`config.mk`:
```
export PLATFORM = sky130hd
export DESIGN_NAME = tm_qm_poll
export DESIGN_NICKNAME = d
export VERILOG_FILES = /design/src/verilog/tm_pkg.sv /design/src/verilog/tm_qm_poll.sv /design/src/verilog/tm_poll_align.sv /design/src/verilog/tm_level_depth.sv /design/src/verilog/tm_assoc_cfg.sv
export SDC_FILE = /design/constraint.sdc
export NUM_CORES = 2
export LEC_CHECK = 0
export BUFFER_PORTS_ARGS = -buffer_cell sky130_fd_sc_hd__buf_4
export CAP_MARGIN = 20
export CORE_AREA = 4 4 549 551
export DETAILED_ROUTE_END_ITERATION = 10
export DIE_AREA = 0 0 553 555
export GPL_TIMING_DRIVEN = 0
export SYNTH_ARGS = -nofsm -noshare
export SYNTH_HDL_FRONTEND = slang
export SYNTH_SLANG_ARGS = --single-unit
```
`constraint.sdc`:
```
create_clock -name clk -period 4.9 [get_ports clk]
set_input_delay 0.98 -clock clk [delete_from_list [all_inputs] [get_ports clk]]
set_output_delay 0.98 -clock clk [all_outputs]
set_load 0.02 [all_outputs]
```
`src/verilog/tm_pkg.sv`:
```
// ====================
// shared widths, register map and enums for the queue manager poll unit
// compile this package ahead of every module of the unit
// ====================
package tm_pkg;

    // ====================
    // hierarchy levels
    // ====================
    // queue, connection, connection group, port queue
    localparam int num_levels = 4;
    localparam int level_id_nbits [num_levels] = '{6, 4, 3, 2};
    localparam int port_id_nbits = 2;
    localparam int depth_nbits = 7;

    // association entry from bit 0 up: conn, group, port queue, port
    localparam int assoc_nbits = level_id_nbits[1] + level_id_nbits[2] +
                                 level_id_nbits[3] + port_id_nbits;

    // ====================
    // register port
    // ====================
    localparam int reg_addr_nbits = 7;
    localparam int reg_data_nbits = 16;
    // thresholds follow the 64 association entries
    localparam int thresh_base_addr = 64;

    typedef enum logic [1:0] {
        target_assoc,
        target_thresh,
        target_none
    } reg_target_e;

    // level that caused a drop, in level order
    typedef enum logic [2:0] {
        cause_queue,
        cause_conn,
        cause_group,
        cause_port,
        cause_none
    } drop_cause_e;

endpackage
```
`src/verilog/tm_qm_poll.sv`:
```
// ====================
// queue manager poll unit, top level
// lookup, per-level depth checks and answer merge, 3 cycles from poll_req
// enqueue and dequeue events keep the level depths current
// ====================
`timescale 1ns/1ps

module tm_qm_poll #(
    parameter int NUM_LEVELS  = tm_pkg::num_levels,
    parameter int DEPTH_NBITS = tm_pkg::depth_nbits
) (
    input  logic                                 clk,
    input  logic                                 rst_n,
    input  logic                                 poll_req,
    input  logic [tm_pkg::level_id_nbits[0]-1:0] poll_qid,
    input  logic                                 enq_req,
    input  logic [tm_pkg::level_id_nbits[0]-1:0] enq_qid,
    input  logic [tm_pkg::level_id_nbits[1]-1:0] enq_conn_id,
    input  logic [tm_pkg::level_id_nbits[2]-1:0] enq_group_id,
    input  logic [tm_pkg::level_id_nbits[3]-1:0] enq_port_queue_id,
    input  logic                                 deq_req,
    input  logic [tm_pkg::level_id_nbits[0]-1:0] deq_qid,
    input  logic [tm_pkg::level_id_nbits[1]-1:0] deq_conn_id,
    input  logic [tm_pkg::level_id_nbits[2]-1:0] deq_group_id,
    input  logic [tm_pkg::level_id_nbits[3]-1:0] deq_port_queue_id,
    input  logic                                 reg_wr,
    input  logic                                 reg_rd,
    input  logic [tm_pkg::reg_addr_nbits-1:0]    reg_addr,
    input  logic [tm_pkg::reg_data_nbits-1:0]    reg_din,
    output logic                                 poll_ack,
    output logic                                 poll_drop,
    output tm_pkg::drop_cause_e                  poll_drop_cause,
    output logic [tm_pkg::level_id_nbits[1]-1:0] poll_conn_id,
    output logic [tm_pkg::level_id_nbits[2]-1:0] poll_group_id,
    output logic [tm_pkg::level_id_nbits[3]-1:0] poll_port_queue_id,
    output logic [tm_pkg::port_id_nbits-1:0]     poll_port_id,
    output logic                                 mem_ack,
    output logic [tm_pkg::reg_data_nbits-1:0]    mem_rdata
);
    import tm_pkg::*;

    // queue ids are the widest, other levels are zero extended
    localparam int id_nbits = level_id_nbits[0];

    logic                         lookup_valid;
    logic [level_id_nbits[0]-1:0] lookup_id0;
    logic [level_id_nbits[1]-1:0] lookup_id1;
    logic [level_id_nbits[2]-1:0] lookup_id2;
    logic [level_id_nbits[3]-1:0] lookup_id3;
    logic [port_id_nbits-1:0]     lookup_port;
    logic [DEPTH_NBITS-1:0]       thresh [NUM_LEVELS];
    logic [id_nbits-1:0]          enq_ids [NUM_LEVELS];
    logic [id_nbits-1:0]          deq_ids [NUM_LEVELS];
    logic [id_nbits-1:0]          check_ids [NUM_LEVELS];
    logic [NUM_LEVELS-1:0]        level_valid;
    logic [NUM_LEVELS-1:0]        level_drop;

    assign enq_ids[0] = enq_qid;
    assign enq_ids[1] = id_nbits'(enq_conn_id);
    assign enq_ids[2] = id_nbits'(enq_group_id);
    assign enq_ids[3] = id_nbits'(enq_port_queue_id);

    assign deq_ids[0] = deq_qid;
    assign deq_ids[1] = id_nbits'(deq_conn_id);
    assign deq_ids[2] = id_nbits'(deq_group_id);
    assign deq_ids[3] = id_nbits'(deq_port_queue_id);

    assign check_ids[0] = lookup_id0;
    assign check_ids[1] = id_nbits'(lookup_id1);
    assign check_ids[2] = id_nbits'(lookup_id2);
    assign check_ids[3] = id_nbits'(lookup_id3);

    tm_assoc_cfg #(.DEPTH_NBITS(DEPTH_NBITS)) assoc_i (
        .clk          (clk),
        .rst_n        (rst_n),
        .poll_req     (poll_req),
        .poll_qid     (poll_qid),
        .reg_wr       (reg_wr),
        .reg_rd       (reg_rd),
        .reg_addr     (reg_addr),
        .reg_din      (reg_din),
        .lookup_valid (lookup_valid),
        .lookup_id0   (lookup_id0),
        .lookup_id1   (lookup_id1),
        .lookup_id2   (lookup_id2),
        .lookup_id3   (lookup_id3),
        .lookup_port  (lookup_port),
        .thresh0      (thresh[0]),
        .thresh1      (thresh[1]),
        .thresh2      (thresh[2]),
        .thresh3      (thresh[3]),
        .mem_ack      (mem_ack),
        .mem_rdata    (mem_rdata)
    );

    // ====================
    // level checkers
    // ====================
    for (genvar g = 0; g < NUM_LEVELS; g++) begin : g_level
        localparam int lvl_nbits = level_id_nbits[g];

        tm_level_depth #(.ID_NBITS(lvl_nbits), .DEPTH_NBITS(DEPTH_NBITS)) level_i (
            .clk         (clk),
            .rst_n       (rst_n),
            .enq_req     (enq_req),
            .enq_id      (enq_ids[g][lvl_nbits-1:0]),
            .deq_req     (deq_req),
            .deq_id      (deq_ids[g][lvl_nbits-1:0]),
            .check_req   (lookup_valid),
            .check_id    (check_ids[g][lvl_nbits-1:0]),
            .threshold   (thresh[g]),
            .level_valid (level_valid[g]),
            .level_drop  (level_drop[g])
        );
    end

    tm_poll_align #(.NUM_LEVELS(NUM_LEVELS)) align_i (
        .clk                (clk),
        .rst_n              (rst_n),
        .level_valid        (level_valid),
        .level_drop         (level_drop),
        .conn_id            (lookup_id1),
        .group_id           (lookup_id2),
        .port_queue_id      (lookup_id3),
        .port_id            (lookup_port),
        .poll_ack           (poll_ack),
        .poll_drop          (poll_drop),
        .poll_drop_cause    (poll_drop_cause),
        .poll_conn_id       (poll_conn_id),
        .poll_group_id      (poll_group_id),
        .poll_port_queue_id (poll_port_queue_id),
        .poll_port_id       (poll_port_id)
    );

endmodule

```
`src/verilog/tm_poll_align.sv`:
```
// ====================
// merges the level verdicts into the registered poll answer
// ids from the lookup are delayed to meet the verdicts of their poll
// ====================
`timescale 1ns/1ps

module tm_poll_align #(
    parameter int NUM_LEVELS = tm_pkg::num_levels
) (
    input  logic                                 clk,
    input  logic                                 rst_n,
    input  logic [NUM_LEVELS-1:0]                level_valid,
    input  logic [NUM_LEVELS-1:0]                level_drop,
    input  logic [tm_pkg::level_id_nbits[1]-1:0] conn_id,
    input  logic [tm_pkg::level_id_nbits[2]-1:0] group_id,
    input  logic [tm_pkg::level_id_nbits[3]-1:0] port_queue_id,
    input  logic [tm_pkg::port_id_nbits-1:0]     port_id,
    output logic                                 poll_ack,
    output logic                                 poll_drop,
    output tm_pkg::drop_cause_e                  poll_drop_cause,
    output logic [tm_pkg::level_id_nbits[1]-1:0] poll_conn_id,
    output logic [tm_pkg::level_id_nbits[2]-1:0] poll_group_id,
    output logic [tm_pkg::level_id_nbits[3]-1:0] poll_port_queue_id,
    output logic [tm_pkg::port_id_nbits-1:0]     poll_port_id
);
    import tm_pkg::*;

    logic [level_id_nbits[1]-1:0] conn_d1;
    logic [level_id_nbits[2]-1:0] group_d1;
    logic [level_id_nbits[3]-1:0] port_queue_d1;
    logic [port_id_nbits-1:0]     port_d1;
    logic                         all_valid;
    drop_cause_e                  cause_next;

    assign all_valid = &level_valid;

    // lowest dropping level wins
    always_comb begin
        cause_next = cause_none;
        for (int i = NUM_LEVELS - 1; i >= 0; i--) begin
            if (level_drop[i]) begin
                cause_next = drop_cause_e'(3'(i));
            end
        end
    end

    // ====================
    // id delay and output stage
    // ====================
    always_ff @(posedge clk) begin
        conn_d1            <= conn_id;
        group_d1           <= group_id;
        port_queue_d1      <= port_queue_id;
        port_d1            <= port_id;
        poll_conn_id       <= conn_d1;
        poll_group_id      <= group_d1;
        poll_port_queue_id <= port_queue_d1;
        poll_port_id       <= port_d1;
    end

    always_ff @(posedge clk) begin
        if (!rst_n) begin
            poll_ack        <= 1'b0;
            poll_drop       <= 1'b0;
            poll_drop_cause <= cause_none;
        end else begin
            poll_ack        <= all_valid;
            poll_drop       <= all_valid && (|level_drop);
            poll_drop_cause <= all_valid ? cause_next : cause_none;
        end
    end

endmodule

```
`src/verilog/tm_level_depth.sv`:
```
// ====================
// depth counters and drop check for one hierarchy level
// one counter per id, kept by enqueue and dequeue events
// a check answers one cycle later against the depth at that edge
// ====================
`timescale 1ns/1ps

module tm_level_depth #(
    parameter int ID_NBITS    = tm_pkg::level_id_nbits[0],
    parameter int DEPTH_NBITS = tm_pkg::depth_nbits
) (
    input  logic                   clk,
    input  logic                   rst_n,
    input  logic                   enq_req,
    input  logic [ID_NBITS-1:0]    enq_id,
    input  logic                   deq_req,
    input  logic [ID_NBITS-1:0]    deq_id,
    input  logic                   check_req,
    input  logic [ID_NBITS-1:0]    check_id,
    input  logic [DEPTH_NBITS-1:0] threshold,
    output logic                   level_valid,
    output logic                   level_drop
);
    localparam int num_ids = 2 ** ID_NBITS;
    localparam logic [DEPTH_NBITS-1:0] depth_max = '1;

    logic [DEPTH_NBITS-1:0] depth_q [num_ids];
    logic [num_ids-1:0]     inc;
    logic [num_ids-1:0]     dec;

    // one-hot event per id
    always_comb begin
        inc = '0;
        dec = '0;
        if (enq_req) begin
            inc[enq_id] = 1'b1;
        end
        if (deq_req) begin
            dec[deq_id] = 1'b1;
        end
    end

    // ====================
    // saturating counters
    // ====================
    always_ff @(posedge clk) begin
        if (!rst_n) begin
            for (int i = 0; i < num_ids; i++) begin
                depth_q[i] <= '0;
            end
        end else begin
            for (int i = 0; i < num_ids; i++) begin
                // enq and deq on the same id cancel
                if (inc[i] && !dec[i] && depth_q[i] != depth_max) begin
                    depth_q[i] <= depth_q[i] + 1'b1;
                end else if (dec[i] && !inc[i] && depth_q[i] != '0) begin
                    depth_q[i] <= depth_q[i] - 1'b1;
                end
            end
        end
    end

    // drop check
    always_ff @(posedge clk) begin
        if (!rst_n) begin
            level_valid <= 1'b0;
            level_drop  <= 1'b0;
        end else begin
            level_valid <= check_req;
            level_drop  <= check_req && (depth_q[check_id] >= threshold);
        end
    end

endmodule

```
`src/verilog/tm_assoc_cfg.sv`:
```
// ====================
// register port with the queue association table and level thresholds
// a poll looks up its queue here, one cycle before the level checks
// reads answer with mem_ack one cycle after reg_rd
// ====================
`timescale 1ns/1ps

module tm_assoc_cfg #(
    parameter int DEPTH_NBITS = tm_pkg::depth_nbits
) (
    input  logic                                 clk,
    input  logic                                 rst_n,
    input  logic                                 poll_req,
    input  logic [tm_pkg::level_id_nbits[0]-1:0] poll_qid,
    input  logic                                 reg_wr,
    input  logic                                 reg_rd,
    input  logic [tm_pkg::reg_addr_nbits-1:0]    reg_addr,
    input  logic [tm_pkg::reg_data_nbits-1:0]    reg_din,
    output logic                                 lookup_valid,
    output logic [tm_pkg::level_id_nbits[0]-1:0] lookup_id0,
    output logic [tm_pkg::level_id_nbits[1]-1:0] lookup_id1,
    output logic [tm_pkg::level_id_nbits[2]-1:0] lookup_id2,
    output logic [tm_pkg::level_id_nbits[3]-1:0] lookup_id3,
    output logic [tm_pkg::port_id_nbits-1:0]     lookup_port,
    output logic [DEPTH_NBITS-1:0]               thresh0,
    output logic [DEPTH_NBITS-1:0]               thresh1,
    output logic [DEPTH_NBITS-1:0]               thresh2,
    output logic [DEPTH_NBITS-1:0]               thresh3,
    output logic                                 mem_ack,
    output logic [tm_pkg::reg_data_nbits-1:0]    mem_rdata
);
    import tm_pkg::*;

    localparam int qid_nbits = level_id_nbits[0];
    localparam int idx_nbits = $clog2(num_levels);
    localparam int group_lsb = level_id_nbits[1];
    localparam int pq_lsb = group_lsb + level_id_nbits[2];
    localparam int port_lsb = pq_lsb + level_id_nbits[3];

    logic [assoc_nbits-1:0]    assoc_mem [2 ** qid_nbits];
    logic [DEPTH_NBITS-1:0]    thresh_q [num_levels];
    logic [assoc_nbits-1:0]    entry_q;
    logic [reg_addr_nbits-1:0] thresh_off;
    logic [idx_nbits-1:0]      thresh_idx;
    reg_target_e               target;

    // ====================
    // address decode
    // ====================
    always_comb begin
        if (reg_addr < reg_addr_nbits'(thresh_base_addr)) begin
            target = target_assoc;
        end else if (reg_addr < reg_addr_nbits'(thresh_base_addr + num_levels)) begin
            target = target_thresh;
        end else begin
            target = target_none;
        end
    end

    assign thresh_off = reg_addr - reg_addr_nbits'(thresh_base_addr);
    assign thresh_idx = thresh_off[idx_nbits-1:0];

    // table and lookup entry
    always_ff @(posedge clk) begin
        if (reg_wr && target == target_assoc) begin
            assoc_mem[reg_addr[qid_nbits-1:0]] <= reg_din[assoc_nbits-1:0];
        end
        if (poll_req) begin
            entry_q    <= assoc_mem[poll_qid];
            lookup_id0 <= poll_qid;
        end
    end

    // thresholds open fully after reset
    always_ff @(posedge clk) begin
        if (!rst_n) begin
            for (int i = 0; i < num_levels; i++) begin
                thresh_q[i] <= '1;
            end
        end else if (reg_wr && target == target_thresh) begin
            thresh_q[thresh_idx] <= reg_din[DEPTH_NBITS-1:0];
        end
    end

    always_ff @(posedge clk) begin
        if (!rst_n) begin
            lookup_valid <= 1'b0;
            mem_ack      <= 1'b0;
        end else begin
            lookup_valid <= poll_req;
            mem_ack      <= reg_rd;
        end
    end

    // ====================
    // read data
    // ====================
    always_ff @(posedge clk) begin
        if (reg_rd) begin
            case (target)
                target_assoc:  mem_rdata <= reg_data_nbits'(assoc_mem[reg_addr[qid_nbits-1:0]]);
                target_thresh: mem_rdata <= reg_data_nbits'(thresh_q[thresh_idx]);
                default:       mem_rdata <= '0;
            endcase
        end
    end

    assign lookup_id1 = entry_q[group_lsb-1:0];
    assign lookup_id2 = entry_q[pq_lsb-1:group_lsb];
    assign lookup_id3 = entry_q[port_lsb-1:pq_lsb];
    assign lookup_port = entry_q[assoc_nbits-1:port_lsb];

    assign thresh0 = thresh_q[0];
    assign thresh1 = thresh_q[1];
    assign thresh2 = thresh_q[2];
    assign thresh3 = thresh_q[3];

endmodule

```
==> results.md <==
* Worst hold path type: reg -> reg
* Pwr per Cell Area at 311 mW/mm2
* Status: complete, but fails checks
* Drt total wl at 329000 um
* Register area share after synthesis at 48.4%
* Sw Ratio at 27.5%
* Crit end category: flop
* Met3 GRT Util at 6.12%
* Fin crit share at 106%
* Largest net degree at the start of global routing at 69
* Syn Area/Cell at 12.3 um2
* Area Overhead vs Synth at 13.6%
* Max transition margin at 0.718%
* Vias/cell at 5.83
* Maximum vdd drop at 0.000254 V
* Initial DRT Pass Iterations at 6
* Setup CP Type: in -> reg
* I/O pin cnt at 99
* Sequential power share at 46.4%
* Achievable Freq at 193 MHz
* Library cells used by synthesis at 90
* Via Count at 67853
* Total gr overflow at 0
* Initial antenna violation count at 23
* Unrepaired setup endpoints after global routing: no
* WP data arrival at 5.65 ns
* Post-synth top area cell: edfxtp_1
* GR peak layer: met2
* R2R cell count at 13
* Synth area leaders: edfxtp_1, mux4_2, ha_1, nor2_1, xnor2_1
* DP Wirelength at 242000 um
* RD Place Congestion at 1.03
* TritonCTS Buffers at 172
* Clock slew at reported path FFs at 0.06 ns
* Crit start category: input port
* Post-synthesis register bit count at 1444
* H-tree depth at 4
* Internal at 22700 uW
* Worst slew pin tran at 1.45 ns
* Antenna violation net count after detailed routing at 0
* Critical Path Source: reg_addr[2]
* LEAKAGE at 0.0376 uW
* Switching power at 8610 uW
* DIE AREA at 0.307 mm2
* Layout cells sized above 1 at 14.5%
* Wire length per cell at 28.3 um
* Initial core utilization at 29.9%
* Worst Hold Launch: align_i.port_d1[0]$_DFF_P_
* Die Span X at 553 um
* DRC at 0
* CTS Buffer Depth at 4
* Port Buf Inserts at 76
* Skew-Pair Late Insertion Delay at 0.89 ns
* GR Util met1 at 26.6%
* Number of synthesized flops with an enable pin at 1404
* Combinational cell fraction of total power at 13.7%
* Async S/R FF share, synth at 0%
* Final hold slack at 0.327 ns
* Total Power at 31400 uW
* Post-layout instance area at 0.101 mm2
* First-pass GRT wire length at 469000 um
* Placed insts at 11318
* Hold Vio Cnt, Final at 0
* Reg area at 0.0430 mm2
* Die Y-Extent at 555 um
* Clock root buffer: clkbuf_16
* Placed instance area at 0.0954 mm2
* Initial DRC Count at 9645
* GRT Resource Usage Total at 20.7%
* Top FF cell, synth: edfxtp_1
* Failing checks: max-capacitance violations, negative setup slack
* FILL cells at 29044
* Setup Skew at 0.0827 ns
* Min Clock Period, post-route at 5.18 ns
* Clock share of power at 39.9%
* Worst EP required at 5.36 ns
* Area occupied by multi-input gates at 0.0430 mm2
* Max_cap viols at 1
* Area of the mapped netlist at 0.0887 mm2
* Hold_buf cts at 0
* Max Slew Vio Count at 0
* Max FO, Critical Path at 10
* Synth Instances at 7212
* Final non-filler cell total at 11637
* Number of global-route vias before repair at 65610
* Clk sinks at 1444
* Hold path depth at 0
* Post-CTS setup buffer count at 0
* Rows at 200
* CTS tree: done
* # nets final at 8192
* Synth warn at 0
* Top-area cell type share of the netlist area at 47.5%
* Final worst setup slack at -0.283 ns
* # setup viols final at 3
* Met2 Use GR at 31.3%
* Core area at 0.296 mm2
path summary, 6_finish.rpt:
kind	endpoint	slack, ns
worst max-delay path	assoc_i.mem_rdata[2]$_DFFE_PP_	-0.28
worst min-delay path	align_i.poll_port_id[0]$_DFF_P_	0.33
worst max register to register	g_level[0].level_i.level_drop$_SDFF_PN0_	0.16
worst min register to register	align_i.poll_port_id[0]$_DFF_P_	0.33
registers in the layout, summed over array words and instances (netlist names), named ones only:
name and flops:
align_i.conn_d1 4, align_i.group_d1 3, align_i.poll_ack 1, align_i.poll_conn_id 4, align_i.poll_drop 1, align_i.poll_drop_cause 3, align_i.poll_group_id 3, align_i.poll_port_id 2
align_i.poll_port_queue_id 2, align_i.port_d1 2, align_i.port_queue_d1 2, assoc_i.assoc_mem 704, assoc_i.entry_q 11, assoc_i.lookup_id0 6, assoc_i.lookup_valid 1, assoc_i.mem_ack 1
assoc_i.mem_rdata 11, assoc_i.thresh_q 28, g_level.level_i.depth_q 644, g_level.level_i.level_drop 4, g_level.level_i.level_valid 1
layer usage:
layer	share of wire, %	vias to the layer above
li1	-	28442
met2	43	4482
met4	6.4	8
met3	12	1015
met1	38	33906
met5	0.014	-
power groups by stage:
stage          registers (uW)  clock network [uW]  logic (uW)
3_5_place_dp            14800                   0        4140
6_report                14600               12500        4300
3_3_place_gp            14800                   0        4010
2_1_floorplan           14600                   0        2500
4_1_cts                 14500               12600        4160
5_1_grt                 14600               13200        4470
layout make-up:
type | instances | area share (%)
multi-input combinational | 5118 | 42.7
sequential | 1444 | 42.7
tap | 3939 | 4.89
clock buffer | 225 | 4.53
timing repair buffer | 170 | 1.69
buffer | 326 | 1.62
inverter | 326 | 1.21
clock inverter | 77 | 0.698
antenna | 12 | 0.0298
critical path, stage by stage:
cell	delay, ns
clkbuf_1	0.26
buf_2	0.46
buf_2	0.71
mux2i_1	0.26
o22ai_1	0.15
a222oi_1	1.14
nand4_1	0.61
a221oi_1	0.61
o21ai_0	0.43
synth_stat cells, types with 15 or more instances:
| master | number |
|---|---|
| a211oi_1 | 28 |
| nand2b_1 | 75 |
| buf_2 | 105 |
| mux4_2 | 445 |
| clkbuf_1 | 162 |
| o21bai_1 | 40 |
| a221o_1 | 20 |
| o21a_1 | 32 |
| mux2i_1 | 106 |
| nor4_1 | 104 |
| nor3_1 | 197 |
| edfxtp_1 | 1404 |
| and3_1 | 21 |
| a22oi_1 | 107 |
| nand4_1 | 98 |
| nor2_1 | 933 |
| a221oi_1 | 63 |
| nor3b_1 | 47 |
| ha_1 | 480 |
| buf_1 | 24 |
| inv_1 | 325 |
| dfxtp_1 | 40 |
| o211ai_1 | 51 |
| nand3_1 | 140 |
| o21ai_0 | 167 |
| nand2_1 | 250 |
| o22ai_1 | 84 |
| xnor2_1 | 261 |
| a21o_1 | 293 |
| a21oi_1 | 336 |
| mux2_2 | 46 |
| or2_2 | 15 |
| xor2_1 | 151 |
| a22o_1 | 18 |
| buf_4 | 16 |
| and2_1 | 21 |
| fa_1 | 88 |
| or3_1 | 26 |
| or4_1 | 23 |
| nor2b_1 | 191 |
placed cells by master, fill, tap and decap left out, types with 46 or more instances in the layout:
cell type,instances
edfxtp_1,1404
nor2_1,902
ha_1,480
mux4_2,445
a21oi_1,336
inv_1,325
a21o_1,293
xnor2_1,261
nand2_1,250
clkbuf_1,205
nor3_1,195
nor2b_1,191
clkbuf_16,173
o21ai_0,167
xor2_1,151
nand3_1,140
buf_4,109
buf_2,107
a22oi_1,107
mux2i_1,106
nor4_1,104
nand4_1,98
fa_1,88
o22ai_1,84
nand2b_1,75
a221oi_1,63
o211ai_1,51
buf_6,49
mux2_2,46
cells by family after synthesis:
family          after synthesis  share of synthesized area, %
simple gates               2199                          12.0
flops                      1444                          48.4
compound gates             1322                          10.0
buf+inv                     654                          3.21
mux                         612                          13.5
fa+ha+maj                   568                          8.76
xor+xnor                    412                          4.07
other cells                   1                       0.00423
per-stage QoR:
step / TNS [ns] / util [%] / worst slack (ns)
final: -0.429 / 34.0 / -0.283
after global routing: 0 / 34.0 / 0.00159
after CTS: 0 / 34.0 / 0.183
after detailed placement: -513.37 / 32.2 / -1.06
after global placement: -1497.01 / 31.8 / -2.52
after floorplan: 0 / - / 1.18
timing repair:
action,4_1_cts,5_1_grt
cloned,0,0
setup endpoints to repair,136,2
resized for setup,6,1
pin swaps,1,1
Note: power is estimated with default switching activity, not from simulation.
